--- src/verilog/issue_defines.svh ---
`ifndef ISSUE_DEFINES_SVH
`define ISSUE_DEFINES_SVH

// Data memory size in 32-bit words, word index wraps at this depth
`define ISSUE_DMEM_WORDS 64

// Architectural integer registers
`define ISSUE_NUM_REGS 32

`endif

--- src/verilog/issue_pkg.sv ---
`default_nettype none

package issue_pkg;

    // Primary opcodes
    localparam logic [5:0] op_special = 6'b000000;
    localparam logic [5:0] op_addiu   = 6'b001001;
    localparam logic [5:0] op_ori     = 6'b001101;
    localparam logic [5:0] op_lw      = 6'b100011;
    localparam logic [5:0] op_sw      = 6'b101011;

    // Function codes under op_special
    localparam logic [5:0] fn_sll  = 6'b000000;
    localparam logic [5:0] fn_mult = 6'b011000;
    localparam logic [5:0] fn_addu = 6'b100001;
    localparam logic [5:0] fn_subu = 6'b100011;
    localparam logic [5:0] fn_and  = 6'b100100;
    localparam logic [5:0] fn_or   = 6'b100101;
    localparam logic [5:0] fn_slt  = 6'b101010;

    typedef struct packed {
        logic [5:0] op;
        logic [4:0] rs;
        logic [4:0] rt;
        logic [4:0] rd;
        logic [4:0] shamt;
        logic [5:0] funct;
    } instr_r_t;

    typedef struct packed {
        logic [5:0]  op;
        logic [4:0]  rs;
        logic [4:0]  rt;
        logic [15:0] imm16;
    } instr_i_t;

    // One instruction word, read as R-format or I-format
    typedef union packed {
        instr_r_t r;
        instr_i_t i;
    } instr_t;

    // unit_none marks an issue bubble
    typedef enum logic [1:0] {
        unit_alu,
        unit_mem,
        unit_mul,
        unit_none
    } unit_t;

    typedef enum logic [2:0] {
        alu_add,
        alu_sub,
        alu_and,
        alu_or,
        alu_slt,
        alu_sll
    } alu_op_t;

    typedef struct packed {
        logic        valid;
        logic [5:0]  op;
        logic [5:0]  funct;
        logic [4:0]  addr_a;
        logic [4:0]  addr_b;
        logic        uses_b;
        logic [4:0]  dest;
        logic        write_reg;
        alu_op_t     alu_op;
        logic        sel_imm;
        logic [31:0] imm_ext;
        logic [4:0]  shamt;
        logic        read_mem;
        logic        write_mem;
    } dec_iss_t;

    typedef struct packed {
        unit_t       unit;
        alu_op_t     alu_op;
        logic        sel_imm;
        logic [31:0] imm_ext;
        logic [4:0]  shamt;
        logic [31:0] reg_a;
        logic [31:0] reg_b;
        logic [4:0]  dest;
        logic        write_reg;
        logic        read_mem;
        logic        write_mem;
    } iss_ex_t;

    typedef struct packed {
        logic        valid;
        logic [4:0]  addr;
        logic [31:0] data;
    } wb_t;

endpackage

`default_nettype wire

--- src/verilog/execute_units.sv ---
`timescale 1ns/1ps
`default_nettype none

`include "issue_defines.svh"

module execute_units (
    input  logic                clock,
    input  logic                reset,
    input  issue_pkg::iss_ex_t  iss,
    output issue_pkg::wb_t      wb_alu,
    output issue_pkg::wb_t      wb_mem,
    output issue_pkg::wb_t      wb_mul
);

    localparam int dmem_aw = $clog2(`ISSUE_DMEM_WORDS);

    logic [31:0]        alu_b;
    logic [31:0]        alu_result;
    logic [31:0]        mem_addr;
    logic               mem_read_q;
    logic               mem_write_q;
    logic [dmem_aw-1:0] mem_index_q;
    logic [31:0]        mem_data_q;
    logic [4:0]         mem_dest_q;
    logic [31:0]        dmem [`ISSUE_DMEM_WORDS];
    issue_pkg::wb_t     mul_s1;
    issue_pkg::wb_t     mul_s2;

    // ALU/misc, result written at the next edge
    assign alu_b = iss.sel_imm ? iss.imm_ext : iss.reg_b;

    always_comb begin
        case (iss.alu_op)
            issue_pkg::alu_add: alu_result = iss.reg_a + alu_b;
            issue_pkg::alu_sub: alu_result = iss.reg_a - alu_b;
            issue_pkg::alu_and: alu_result = iss.reg_a & alu_b;
            issue_pkg::alu_or:  alu_result = iss.reg_a | alu_b;
            issue_pkg::alu_slt: alu_result = {31'd0, $signed(iss.reg_a) < $signed(alu_b)};
            issue_pkg::alu_sll: alu_result = iss.reg_b << iss.shamt;
            default:            alu_result = 32'h0000_0000;
        endcase
    end

    assign wb_alu.valid = (iss.unit == issue_pkg::unit_alu) && iss.write_reg;
    assign wb_alu.addr  = iss.dest;
    assign wb_alu.data  = alu_result;

    // Memory unit, address is a word index that wraps at the array depth
    assign mem_addr = iss.reg_a + iss.imm_ext;

    always_ff @(posedge clock or negedge reset) begin
        if (!reset) begin
            mem_read_q  <= 1'b0;
            mem_write_q <= 1'b0;
        end else begin
            mem_read_q  <= (iss.unit == issue_pkg::unit_mem) && iss.read_mem && iss.write_reg;
            mem_write_q <= (iss.unit == issue_pkg::unit_mem) && iss.write_mem;
        end
    end

    always_ff @(posedge clock) begin
        mem_index_q <= mem_addr[dmem_aw-1:0];
        mem_data_q  <= iss.reg_b;
        mem_dest_q  <= iss.dest;
        if (mem_write_q) begin
            dmem[mem_index_q] <= mem_data_q;
        end
    end

    // Stores never write back
    assign wb_mem.valid = mem_read_q;
    assign wb_mem.addr  = mem_dest_q;
    assign wb_mem.data  = dmem[mem_index_q];

    // Multiplier, two product stages then the register file write
    always_ff @(posedge clock or negedge reset) begin
        if (!reset) begin
            mul_s1 <= '0;
            mul_s2 <= '0;
        end else begin
            mul_s1.valid <= (iss.unit == issue_pkg::unit_mul) && iss.write_reg;
            mul_s1.addr  <= iss.dest;
            mul_s1.data  <= iss.reg_a * iss.reg_b;  // low word only
            mul_s2       <= mul_s1;
        end
    end

    assign wb_mul = mul_s2;

endmodule

`default_nettype wire

--- config.mk ---
export PLATFORM = sky130hd
export DESIGN_NAME = execute_units
export DESIGN_NICKNAME = d
export VERILOG_FILES = /design/src/verilog/issue_pkg.sv /design/src/verilog/execute_units.sv
export VERILOG_INCLUDE_DIRS = /design/src /design/src/verilog
export SDC_FILE = /design/constraint.sdc
export NUM_CORES = 2
export LEC_CHECK = 0
export CAP_MARGIN = 25
export CORE_ASPECT_RATIO = 1.4
export CORE_MARGIN = 2
export CORE_UTILIZATION = 55
export CTS_CLUSTER_SIZE = 16
export DETAILED_ROUTE_END_ITERATION = 10
export DONT_BUFFER_PORTS = 1
export PLACE_DENSITY = 0.7
export SKIP_LAST_GASP = 1
export SYNTH_ARGS = -nofsm -noshare
export SYNTH_HDL_FRONTEND = slang
export SYNTH_SLANG_ARGS = --single-unit
--- constraint.sdc ---
create_clock -name clock -period 4.9 [get_ports clock]
set_input_delay 0.245 -clock clock [delete_from_list [all_inputs] [get_ports clock]]
set_output_delay 0.245 -clock clock [all_outputs]
set_load 0.03 [all_outputs]
==> flow_summary.json <==
{
  "r2r_end": "dmem[2][10]",
  "min_period_ns": 5.750,
  "r2r-start": "mem_index_q[1]",
  "yosysTopAreaCellShare_pct": 62.35,
  "ant_nets": 0,
  "finalHoldWorstSlack_ns": 0.04568,
  "cp_cell_sequence": "and2_1 > fa_1 > fa_2 > fa_1 > inv_1 > fa_1 > inv_1 > fa_1 > fa_1 > fa_1 > fa_1 > ha_4 > nand2_2 > o21ai_2 > a211oi_2 > o31a_1 > a21oi_2 > a41o_1 > o21ai_1 > nand2b_1 > a21oi_2 > xnor2_1",
  "synth_top_family_by_area": "compound AO/OA/AOI/OAI gates",
  "portBuffers": 0,
  "fmax_mhz": 173.9,
  "rsz0062_at_grt": "true",
  "peakVddDrop_mv": 3.601,
  "reg2reg_slack_ns": 1.04,
  "pre_cts_slack_ns": -1.791,
  "seq_area_frac_synth_pct": 65.20,
  "required_ns": 5.62,
  "post-route-period-util_pct": 117.4,
  "synth_xor_area_share_pct": 1.003,
  "finalSetupViolCount": 14,
  "initial_core_util_pct": 55.44,
  "synth_fa_ha_area_share_pct": 11.18,
  "synth_top_area_cell": "edfxtp_1",
  "cts-root-buf": "clkbuf_16",
  "slew_headroom_pct": 22.70,
  "worst-r2r-cell-count": 4,
  "h-tree-depth": 4,
  "cts.sinks": 2169,
  "path_max_fanout": 23,
  "power.clock.fraction_pct": 19.2,
  "worstSetupPathType": "in -> reg",
  "coreArea_um2": 177900,
  "clock_path_buffers": 3,
  "fin_util_pct": 62.75,
  "slowest_stage": "fa_1",
  "synth.area.top_cells": "edfxtp_1 (62%), fa_1 (8.3%), a22oi_1 (4.4%), ha_1 (2.8%), and2_1 (2.1%)",
  "ys.flop_type": "edfxtp_1",
  "crit_end": "mul_s1[31]",
  "critPathMaxStageDelay_ns": 0.57,
  "finalClockSkew_ns": 0.03287,
  "wl_per_cell_um": 33.01,
  "dpl-instance-area_um2": 103700,
  "drt-total-wl_um": 308200,
  "avgSynthCellArea_um2": 14.77,
  "grt_pass1_vias": 63368,
  "final_cell_area_um2": 111600,
  "grt_max_degree": 87,
  "drc": 0,
  "setup_ws_ns": -0.8502,
  "p_seq_share_pct": 27.3,
  "hold_viol": 0,
  "tightest_slew_ns": 1.147,
  "groute.usage.overall_pct": 33.60,
  "switching_share_pct": 36.75,
  "gp_congestion": 0.9967,
  "via_per_inst": 6.690,
  "power_frac_comb_pct": 53.5,
  "arrival_ns": 6.47,
  "vias": 62455,
  "switchingPower_uw": 29090,
  "drive_above_1_share_pct": 12.32,
  "synth-edff-count": 2048,
  "p_per_area_nw_per_um2": 708.9,
  "dp_hpwl_um": 188100,
  "setup_tns_ns": -5.630,
  "synth_fp_nets": 7432,
  "drv_slew": 0,
  "firstDrtPassIters": 6,
  "fin_nets": 7611,
  "ys_ff_latch": 2169,
  "failed_checks": "negative setup slack",
  "startpoint": "iss[52]",
  "synth_area_um2": 98640,
  "drtIter0Drc": 8266,
  "synthMuxAreaShare_pct": 1.083,
  "cts_tree": "built",
  "yosys.area_share.simple_pct": 5.497,
  "area_growth_pct": 13.18,
  "async_reset_ff_share_pct": 3.596,
  "cpMostUsedCell": "fa_1",
  "power.internal_uw": 50060,
  "status": "complete, but fails checks",
  "antenna_found_initial": 7,
  "die_area_um2": 182800,
  "hp-class": "in -> async",
  "cap_viol_max_count": 0,
  "die_y_um": 505.1,
  "syn_inst": 6680,
  "yosys_warnings": 0,
  "ys_types": 75,
  "cellLeakagePower_uw": 0.03866,
  "grt_overflow": 0,
  "cts-buffers-inserted": 190,
  "clkLatencyLatePin_ns": 0.85,
  "worstSetupEndpointType": "flip-flop",
  "die_x_um": 361.9,
  "num_io_pins": 231,
  "path_clk_slew_ns": 0.07,
  "startpoint_type": "input pin",
  "synth_compound_area_share_pct": 12.51,
  "rows": 183,
  "grt_pass1_wl_um": 441700
}
## worst min-delay path by stage
stage	startpoint	end	slack, ns	cells past startpoint
after floorplan	reset	mem_read_q	-0.05	0
after global placement	reset	wb_mul[21]	-0.05	0
after detailed placement	reset	wb_mul[21]	-0.05	0
after CTS	reset	wb_mul[24]	0.001	3
after global routing	iss[11]	mem_data_q[3]	0.02	1
final	reset	wb_mul[24]	0.05	3
## critical path, delay by kind of cell
family,cells,cell delay (ns)
and+or+nand+nor,3,0.29
xor gates and xnor gates,1,0.12
buffers and inverters,2,0.12
AOI/OAI and AO/OA,7,1.30
adders and majority gates,9,4.34
## kinds of logic (layout without fill, tap and decap cells)
kind of cell / Yosys count / after routing
flip-flops: 2169 / 2169
AO/OA/AOI/OAI: 1678 / 1678
AND/OR/NAND/NOR: 1068 / 1068
buffers and inverters: 917 / 1257
adder cells (fa/ha/maj): 635 / 635
XOR/XNOR: 113 / 113
multiplexers: 100 / 100
other: 0 / 3
## layer usage
metal  part of all wire, %  vias up  track usage, %
li1                      -    25749               -
met1                    34    31698           41.34
met2                    49     4173           56.21
met3                    11      829           7.057
met4                   6.0        6           17.18
met5                 0.015        -               0
## metrics by stage
step	total power, uW	cells
global placement	59400	8866
CTS	77630	9311
floorplan	45690	6680
detailed placement	59830	8870
global route	83250	9332
finish	79140	9335
## power groups by stage
stage	Clock [uW]	Combinational [uW]	Sequential, uW
2_1_floorplan	0	23700	22000
3_3_place_gp	0	37300	22100
3_5_place_dp	0	37700	22100
4_1_cts	15200	40700	21700
5_1_grt	15900	45700	21600
6_report	15200	42400	21600
## state kept, by name, summed over array words and instances (netlist names)
signal / flops
mul_s1: 38
mem_read_q: 1
mem_write_q: 1
wb_mul: 38
dmem: 2048
mem_index_q: 6
mem_data_q: 32
mem_dest_q: 5
## placed cells by master (no fill, tap or decap), types with 40 or more instances in the layout
cell type / netlist / layout
a21oi_1: 163 / 142
a221oi_1: 237 / 237
a22o_1: 223 / 223
a22oi_1: 584 / 584
a31oi_1: 232 / 232
and2_1: 337 / 326
buf_12: 0 / 80
buf_4: 6 / 257
clkbuf_16: 0 / 191
clkinv_1: 0 / 41
clkinv_2: 0 / 42
dfrtp_1: 78 / 78
dlygate4sd3_1: 0 / 78
edfxtp_1: 2048 / 2048
fa_1: 411 / 401
ha_1: 224 / 209
inv_1: 479 / 474
mux2i_1: 82 / 82
nand2_1: 302 / 299
nand4_1: 40 / 40
nor2_1: 183 / 118
nor2_4: 0 / 65
nor4_1: 53 / 51
o21ai_0: 96 / 87
xnor2_1: 93 / 90
## final cells by class
type	instances	area, um2
antenna	3	7.507
clock inverter	134	1400
inverter	481	1805
fill	12805	66270
tap	2312	2893
timing repair buffer	423	4422
sequential	2169	64340
clock buffer	219	4886
multi-input combinational	3594	31890
## Yosys cell counts, drive strengths merged, types with 8 or more instances
cell type	instances
buf	79
ha	224
nor3	35
nand4	40
mux2	14
and3	9
edfxtp	2048
o221ai	16
dfxtp	43
nor3b	8
nor2	183
o211ai	9
xor2	20
o21a	13
or2	12
and2	338
a31oi	232
a221oi	237
mux2i	82
fa	411
a21oi	165
a211oi	16
nor4	53
nand3	39
dfrtp	78
xnor2	93
a22oi	584
a22o	223
inv	481
o21bai	13
nand2	302
nand2b	13
o21ai	96
a21o	23
clkbuf	357
nor2b	13
## what timing repair did
item                                    CTS  global route
hold buffers                             80             0
endpoints found under the setup margin   13            17
hold endpoints to repair                133             0
gates resized for setup                  52            20
pin swaps                                81            25
setup buffers                            10             3
Power figures use the tool's default switching activity.
