### src/verilog/issue_defines.svh
`ifndef ISSUE_DEFINES_SVH
`define ISSUE_DEFINES_SVH

// Data memory size in 32-bit words, word index wraps at this depth
`define ISSUE_DMEM_WORDS 64

// Architectural integer registers
`define ISSUE_NUM_REGS 32

`endif

### src/verilog/issue_pkg.sv
`default_nettype none

package issue_pkg;

    // Primary opcodes
    localparam logic [5:0] op_special = 6'b000000;
    localparam logic [5:0] op_addiu   = 6'b001001;
    localparam logic [5:0] op_ori     = 6'b001101;
    localparam logic [5:0] op_lw      = 6'b100011;
    localparam logic [5:0] op_sw      = 6'b101011;

    // Function codes under op_special
    localparam logic [5:0] fn_sll  = 6'b000000;
    localparam logic [5:0] fn_mult = 6'b011000;
    localparam logic [5:0] fn_addu = 6'b100001;
    localparam logic [5:0] fn_subu = 6'b100011;
    localparam logic [5:0] fn_and  = 6'b100100;
    localparam logic [5:0] fn_or   = 6'b100101;
    localparam logic [5:0] fn_slt  = 6'b101010;

    typedef struct packed {
        logic [5:0] op;
        logic [4:0] rs;
        logic [4:0] rt;
        logic [4:0] rd;
        logic [4:0] shamt;
        logic [5:0] funct;
    } instr_r_t;

    typedef struct packed {
        logic [5:0]  op;
        logic [4:0]  rs;
        logic [4:0]  rt;
        logic [15:0] imm16;
    } instr_i_t;

    // One instruction word, read as R-format or I-format
    typedef union packed {
        instr_r_t r;
        instr_i_t i;
    } instr_t;

    // unit_none marks an issue bubble
    typedef enum logic [1:0] {
        unit_alu,
        unit_mem,
        unit_mul,
        unit_none
    } unit_t;

    typedef enum logic [2:0] {
        alu_add,
        alu_sub,
        alu_and,
        alu_or,
        alu_slt,
        alu_sll
    } alu_op_t;

    typedef struct packed {
        logic        valid;
        logic [5:0]  op;
        logic [5:0]  funct;
        logic [4:0]  addr_a;
        logic [4:0]  addr_b;
        logic        uses_b;
        logic [4:0]  dest;
        logic        write_reg;
        alu_op_t     alu_op;
        logic        sel_imm;
        logic [31:0] imm_ext;
        logic [4:0]  shamt;
        logic        read_mem;
        logic        write_mem;
    } dec_iss_t;

    typedef struct packed {
        unit_t       unit;
        alu_op_t     alu_op;
        logic        sel_imm;
        logic [31:0] imm_ext;
        logic [4:0]  shamt;
        logic [31:0] reg_a;
        logic [31:0] reg_b;
        logic [4:0]  dest;
        logic        write_reg;
        logic        read_mem;
        logic        write_mem;
    } iss_ex_t;

    typedef struct packed {
        logic        valid;
        logic [4:0]  addr;
        logic [31:0] data;
    } wb_t;

endpackage

`default_nettype wire

### src/verilog/decode_stage.sv
`timescale 1ns/1ps
`default_nettype none

module decode_stage (
    input  logic                 clock,
    input  logic                 reset,
    input  issue_pkg::instr_t    instr,
    input  logic                 instr_valid,
    input  logic                 stall,
    output logic [4:0]           addr_a,
    output logic [4:0]           addr_b,
    input  logic [31:0]          data_a,
    input  logic [31:0]          data_b,
    output issue_pkg::dec_iss_t  dec,
    output logic [31:0]          reg_a,
    output logic [31:0]          reg_b
);

    issue_pkg::instr_t ir;
    logic              ir_valid;
    logic [31:0]       imm_sign;
    logic [31:0]       imm_zero;

    // Instruction register holds its word while issue stalls
    always_ff @(posedge clock or negedge reset) begin
        if (!reset) begin
            ir_valid <= 1'b0;
        end else if (!stall) begin
            ir_valid <= instr_valid;
        end
    end

    always_ff @(posedge clock) begin
        if (!stall && instr_valid) begin
            ir <= instr;
        end
    end

    assign imm_sign = {{16{ir.i.imm16[15]}}, ir.i.imm16};
    assign imm_zero = {16'h0000, ir.i.imm16};

    // Operands are read straight from rs and rt
    assign addr_a = ir.r.rs;
    assign addr_b = ir.r.rt;
    assign reg_a  = data_a;
    assign reg_b  = data_b;

    always_comb begin
        dec           = '0;
        dec.valid     = ir_valid;
        dec.op        = ir.r.op;
        dec.funct     = ir.r.funct;
        dec.addr_a    = ir.r.rs;
        dec.addr_b    = ir.r.rt;
        dec.shamt     = ir.r.shamt;
        dec.alu_op    = issue_pkg::alu_add;
        dec.imm_ext   = imm_sign;
        case (ir.r.op)
            issue_pkg::op_special: begin
                dec.uses_b    = 1'b1;
                dec.dest      = ir.r.rd;
                dec.write_reg = 1'b1;
                case (ir.r.funct)
                    issue_pkg::fn_addu: dec.alu_op = issue_pkg::alu_add;
                    issue_pkg::fn_subu: dec.alu_op = issue_pkg::alu_sub;
                    issue_pkg::fn_and:  dec.alu_op = issue_pkg::alu_and;
                    issue_pkg::fn_or:   dec.alu_op = issue_pkg::alu_or;
                    issue_pkg::fn_slt:  dec.alu_op = issue_pkg::alu_slt;
                    issue_pkg::fn_sll:  dec.alu_op = issue_pkg::alu_sll;
                    // Multiplier takes no ALU operation
                    issue_pkg::fn_mult: ;
                    default:            dec.write_reg = 1'b0;
                endcase
            end
            issue_pkg::op_addiu: begin
                dec.sel_imm   = 1'b1;
                dec.dest      = ir.i.rt;
                dec.write_reg = 1'b1;
            end
            issue_pkg::op_ori: begin
                dec.sel_imm   = 1'b1;
                dec.imm_ext   = imm_zero;
                dec.alu_op    = issue_pkg::alu_or;
                dec.dest      = ir.i.rt;
                dec.write_reg = 1'b1;
            end
            issue_pkg::op_lw: begin
                dec.read_mem  = 1'b1;
                dec.dest      = ir.i.rt;
                dec.write_reg = 1'b1;
            end
            issue_pkg::op_sw: begin
                dec.write_mem = 1'b1;
                dec.uses_b    = 1'b1;
            end
            default: ;
        endcase
        // Writes to r0 are dropped here
        if (dec.dest == 5'd0) begin
            dec.write_reg = 1'b0;
        end
    end

endmodule

`default_nettype wire

### config.mk
export PLATFORM = sky130hd
export DESIGN_NAME = decode_stage
export DESIGN_NICKNAME = d
export VERILOG_FILES = /design/src/verilog/issue_defines.svh /design/src/verilog/issue_pkg.sv /design/src/verilog/decode_stage.sv
export SDC_FILE = /design/constraint.sdc
export NUM_CORES = 1
export LEC_CHECK = 0
export BUFFER_PORTS_ARGS = -buffer_cell sky130_fd_sc_hd__buf_2
export CAP_MARGIN = 20
export CORE_AREA = 2 2 94 96
export CTS_BUF_LIST = sky130_fd_sc_hd__clkbuf_4 sky130_fd_sc_hd__clkbuf_8 sky130_fd_sc_hd__clkbuf_16
export CTS_CLUSTER_DIAMETER = 120
export CTS_CLUSTER_SIZE = 20
export DETAILED_ROUTE_END_ITERATION = 12
export DIE_AREA = 0 0 96 98
export GPL_ROUTABILITY_DRIVEN = 0
export PLACE_DENSITY = 0.74
export SYNTH_ARGS = -nofsm -noshare
export SYNTH_HDL_FRONTEND = slang
export SYNTH_SLANG_ARGS = --single-unit
### constraint.sdc
create_clock -name clock -period 3.97 [get_ports clock]
set_clock_uncertainty 0.05 [all_clocks]
set_input_delay 0.397 -clock clock [delete_from_list [all_inputs] [get_ports clock]]
set_output_delay 0.397 -clock clock [all_outputs]
set_load 0.005 [all_outputs]
==> metrics.csv, run 1 <==
metric;value;unit
status;finished, final reports clean;
P_leak;0.0009584;uW
drt drc;0;
sequential-to-total area share from yosys stat;0.4716;
final WL;6579;um
Total GRT Usage;0.1299;
Num CTS Buffers;5;
post-route worst setup slack;1.371;ns
post-synthesis register bit count;33;
H-tree levels;2;
setup TNS;0;ns
grt met2 use;0.2473;
starting DRC count in detailed routing;25;
CTS tree;done;
Die Width;96;um
diode count;0;
worst-margin pin slew;0.8703;ns
total power;770.6;uW
min-delay src;instr[9];
Max transition margin;0.4186;
Synth top area share;0.4596;
worst hold path stage count;1;
Max Buffers Root-to-Sink;2;
count leader, synth;buf_4;
Crit path required time;3.52;ns
global-route wire length before repair;8666;um
via density per instance;4.230;
Post-DRT Antenna Nets;0;
Register-to-Register Path Depth;1;
final hold violation count;0;
synth cell count leaders;buf_4 (101), edfxtp_1 (32), nor2_1 (6), a22o_1 (5), nand2_1 (5);
worst hold margin;0.2358;ns
synth warn;0;
Root Driver;clkbuf_8;
syn avg cell area;11.30;um2
met3 GRT Util;0.08179;
height of the die;98;um
antenna violations before repair;0;
Die ar.;9408;um2
Post-DP HPWL;5731;um
pin count of the biggest net entering global routing;34;
Async SR Flop Fraction;0.03030;
Max-cap violations;0;
crit share post-route;0.6546;
Clock Latency Late Sink;0.28;ns
Worst EP arrival;2.15;ns
power density over cell area;357.8;nW/um2
r2r startpoint;ir_valid$_DFFE_PN0N_;
postcts setup bufs;0;
type of destination of the critical path;output pin;
crit path launch type;register;
EDFF count, synth;32;
PortBufs;118;
Min-Delay Path Class;primary input to register;
Slew Limit Fails;0;
vias in the first global route;1297;
fin crit period;2.599;ns
Peak VDD IR;220.5;uV
Synth cell types;33;
Mapped Cells;185;
Main synth FF type;edfxtp_1;
1st-pass router iterations;4;
drt wl/cell;20.69;um
syn nets;285;
io pins;247;
core box area;8466;um2
CP max FO;4;
Area growth syn-to-layout;2.992;%
Post-Syn Area;2091;um2
reg-to-reg endpoint;ir_valid$_DFFE_PN0N_;
synth top area cells;edfxtp_1 (46%), buf_4 (36%), a22o_1 (2.1%);
GRT overflow;0;
clock sink total;33;
global routing usage on met1;0.1048;
pre-CTS setup slack;1.692;ns
post-synth top area cell;edfxtp_1;
total number of vias;1345;
R2R Setup Slk;3.24;ns
fmax;384.8;MHz
Reg clk slew, reported paths;0.07;ns
Hold Crit Endpoint;ir[9]$_DFFE_PP_;
layout cells sized above 1;0.6238;
RSZ-0062 raised after global routing;false;
critical path class;register to output pin;
final setup violating endpoints;0;
Final nets;309;
global route hottest layer;met2;
Initial Utilization;0.2470;
Cell Rows;34;
==> timing repair <==
action	CTS	global route
hold buffers	1	0
endpoints found under the hold margin	1	0
gates resized for setup	0	0
setup endpoints to repair	0	0
==> logic make-up (layout without fill, tap and decap cells) <==
kind of cell    after synthesis  after routing  share of synthesized area
compound gates               16             16                    0.05985
buf+inv                     102            127                     0.3645
flops                        33             33                     0.4716
simple gates                 34             34                     0.1041
==> cell type report <==
| class | instances | area [um2] |
|---|---|---|
| clock buffers | 5 | 68.82 |
| clock inverters | 3 | 12.51 |
| fillers | 877 | 6312 |
| multi-input cells | 50 | 350.3 |
| flip-flops and latches | 33 | 985.9 |
| well taps | 108 | 135.1 |
| repair buffers | 119 | 600.6 |
==> worst max path at each step <==
stage	from	end	slack, ns	cells past startpoint
after global routing	ir[1]$_DFFE_PP_	dec[43]	1.27	5
after detailed placement	ir[30]$_DFFE_PP_	dec[43]	1.69	5
after global placement	ir[30]$_DFFE_PP_	dec[43]	1.69	5
after CTS	ir[30]$_DFFE_PP_	dec[43]	1.38	5
final	ir[30]$_DFFE_PP_	dec[43]	1.37	5
after floorplan	stall	ir[0]$_DFFE_PP_	1.61	1
==> sequential cells by signal, summed over array words and instances, names as in the netlist <==
register,cells
ir_valid,1
ir,32
==> power by group <==
group	total (uW)	switching (uW)	internal (uW)
clock	235	117	118
combinational	101	46.5	54.0
sequential	435	25.0	410
==> per-layer routing <==
layer / up-vias / part of all wire
met5: - / 0
met4: 0 / 0.017
met3: 9 / 0.18
met2: 157 / 0.55
met1: 590 / 0.25
li1: 589 / -
==> cell usage in the layout (no fill, tap or decap), types with 2 or more instances in the layout <==
cell type | netlist | layout
buf_2 | 0 | 118
edfxtp_1 | 32 | 32
nor2_1 | 6 | 6
nand2_1 | 5 | 5
a22o_1 | 5 | 5
clkbuf_8 | 0 | 5
a21oi_1 | 3 | 3
or3_1 | 2 | 2
nand3_1 | 2 | 2
o21ai_0 | 2 | 2
nor4_1 | 2 | 2
or4_1 | 2 | 2
clkinv_1 | 0 | 2
==> through the flow <==
stage,instance area (um2),util,instances
finish,2153,0.2544,318
global placement,2062,0.2436,309
floorplan,2091,-,185
global route,2153,0.2544,318
CTS,2153,0.2544,318
detailed placement,2062,0.2436,309
==> critical path, cell delays in order, from the launching register on <==
cell	delay [ns]
edfxtp_1	0.44
or3_4	0.43
or4_4	0.46
a211o_1	0.24
o2bb2ai_1	0.17
buf_2	0.15
(Power assumes the default switching activity.)
==> inputs of run 2 (changes only) <==
- clock period: 3.97 -> 2.5 ns (I/O delays scaled with it)
==> run 2 against run 1 <==
Net effect:
- clock power up 62%
- critical path type unchanged
- combinational power up 68%
- total power up 60%
- utilization up 0.58 points
- critical endpoint unchanged
- largest power group unchanged
- setup slack worse by 1.3 ns
==> metrics.csv, run 2 (synthesis results as in run 1) <==
metric;value;unit;change
status;finished, final reports clean;;
drt wl/cell;20.12;um;-2.7%
Reg clk slew, reported paths;0.07;ns;about the same
core box area;8466;um2;unchanged
Hold Crit Endpoint;ir[0]$_DFFE_PP_;;
height of the die;98;um;unchanged
R2R Setup Slk;1.77;ns;-1.47 ns
RSZ-0062 raised after global routing;false;;
diode count;0;;unchanged
Die Width;96;um;unchanged
final setup violating endpoints;0;;unchanged
power density over cell area;561.1;nW/um2;+57%
fin crit period;2.422;ns;
Final nets;314;;+1.6%
Num CTS Buffers;5;;unchanged
CP max-delay cell;or4_4;;
Worst EP arrival;2.12;ns;-0.03 ns
Total GRT Usage;0.1280;;-0.001939
starting DRC count in detailed routing;56;;+120%
Regs by FF count;ir x32, ir_valid x1;;
pre-CTS setup slack;0.3665;ns;-1.326 ns
global-route wire length before repair;8618;um;-0.55%
io pins;247;;unchanged
Root Driver;clkbuf_8;;
Peak VDD IR;415.7;uV;+89%
1st-pass router iterations;5;;+1
Max transition margin;0.4109;;-0.007731
crit share post-route;0.9688;;
Min-Delay Path Class;primary input to register;;
P_leak;0.0009853;uW;+2.8%
via density per instance;4.276;;+1.1%
Post-DRT Antenna Nets;0;;unchanged
Slew Limit Fails;0;;unchanged
post-route worst setup slack;0.07796;ns;-1.293 ns
Crit path required time;2.20;ns;-1.32 ns
r2r startpoint;ir_valid$_DFFE_PN0N_;;
fmax;412.9;MHz;
drt drc;0;;unchanged
antenna violations before repair;0;;unchanged
Max Buffers Root-to-Sink;2;;unchanged
Die ar.;9408;um2;unchanged
Max-cap violations;0;;unchanged
final cell count without fillers;323;;+1.6%
crit path launch type;register;;
Clock Latency Late Sink;0.27;ns;about the same
worst-path cell chain;or3_4 > or4_4 > a211o_1 > o2bb2ai_2 > buf_2;;
clock sink total;33;;unchanged
min-delay src;instr[0];;
critical path class;register to output pin;;
setup TNS;0;ns;unchanged
Area growth syn-to-layout;5.326;%;
total number of vias;1381;;+2.7%
H-tree levels;2;;unchanged
register with the most flip-flops;ir;;
reg-to-reg endpoint;ir_valid$_DFFE_PN0N_;;
Inst Count DP;314;;+1.6%
final WL;6499;um;-1.2%
Largest register FFs;32;;unchanged
worst hold path stage count;1;;unchanged
most frequent cells in the layout;buf_2 (118), edfxtp_1 (32), nor2_1 (6);;
Cell Rows;34;;unchanged
layout cells sized above 1;0.6465;;+0.02270
commonest non-fill, non-tap cell in the layout;buf_2;;
CP max FO;4;;unchanged
pin count of the biggest net entering global routing;34;;unchanged
type of destination of the critical path;output pin;;
final hold violation count;0;;unchanged
worst-margin pin slew;0.8818;ns;+0.01157 ns
vias in the first global route;1350;;+4.1%
PortBufs;118;;unchanged
Initial Utilization;0.2470;;unchanged
CTS tree;done;;
GRT overflow;0;;unchanged
CP peak stage delay;0.46;ns;about the same
Register-to-Register Path Depth;1;;unchanged
Post-DP HPWL;5642;um;-1.5%
==> run 2: cell count changes in the layout (fill, tap and decap cells not counted) <==
cell	delta
buf_4	+5
clkinv_1	-2
clkinv_2	+1
clkinvlp_4	+1
o2bb2ai_1	-1
o2bb2ai_2	+1
==> run 2: what timing repair did <==
item,in CTS,in global routing
setup endpoints to repair,0,1
gates resized for setup,0,1
hold buffers,1,0
buffers inserted,0,0
endpoints found under the hold margin,1,0
==> run 2: worst max-delay path by stage <==
stage                                start              end  slack [ns]  depth (start not counted)
after floorplan                      stall  ir[0]$_DFFE_PP_        0.29                          1
after global placement    ir[30]$_DFFE_PP_          dec[43]        0.37                          5
final                     ir[30]$_DFFE_PP_          dec[43]        0.08                          5
after global routing      ir[30]$_DFFE_PP_          dec[40]        0.01                          4
after CTS                 ir[30]$_DFFE_PP_          dec[43]        0.05                          5
after detailed placement  ir[30]$_DFFE_PP_          dec[43]        0.37                          5
==> run 2: critical path: cells and delay by family, from the launching register on <==
kind,cells,cell delay (ns)
AO/OA/AOI/OAI,2,0.39
flip-flops,1,0.44
AND/OR/NAND/NOR,2,0.89
buffers and inverters,1,0.14
==> run 2: area by class of cell <==
cell class                 count  area, um2
clock inverter                 3      17.52
timing repair buffer         124      638.1
tap                          108      135.1
fill                         861       6264
multi-input combinational     50      356.6
clock buffer                   5      68.82
sequential                    33      985.9
==> run 2: stage by stage <==
stage / utilization / total power [uW] / hold slack (ns) / area [um2]
3_3_place_gp: 0.2480 / 863.1 / -0.02447 / 2100
4_1_cts: 0.2594 / 1254 / 0.07567 / 2196
3_5_place_dp: 0.2480 / 868.3 / -0.01924 / 2100
2_1_floorplan: - / 878.6 / -0.09559 / 2091
5_1_grt: 0.2601 / 1303 / 0.07558 / 2202
6_report: 0.2601 / 1236 / 0.09116 / 2202
==> run 2: where the power goes <==
part	internal (uW)	total, uW	switching (uW)
Sequential	651	686	34.8
Combinational	90.7	170	79.5
Clock	192	380	188
Total	933	1240	302
==> run 2: layer usage <==
| metal | GRT usage | vias to the layer above | wire length (um) |
|---|---|---|---|
| li1 | - | 603 | - |
| met5 | 0 | - | 0 |
| met1 | 0.09884 | 624 | 1586 |
| met2 | 0.2521 | 149 | 3693 |
| met4 | 0.03626 | 0 | 54 |
| met3 | 0.07716 | 5 | 1164 |
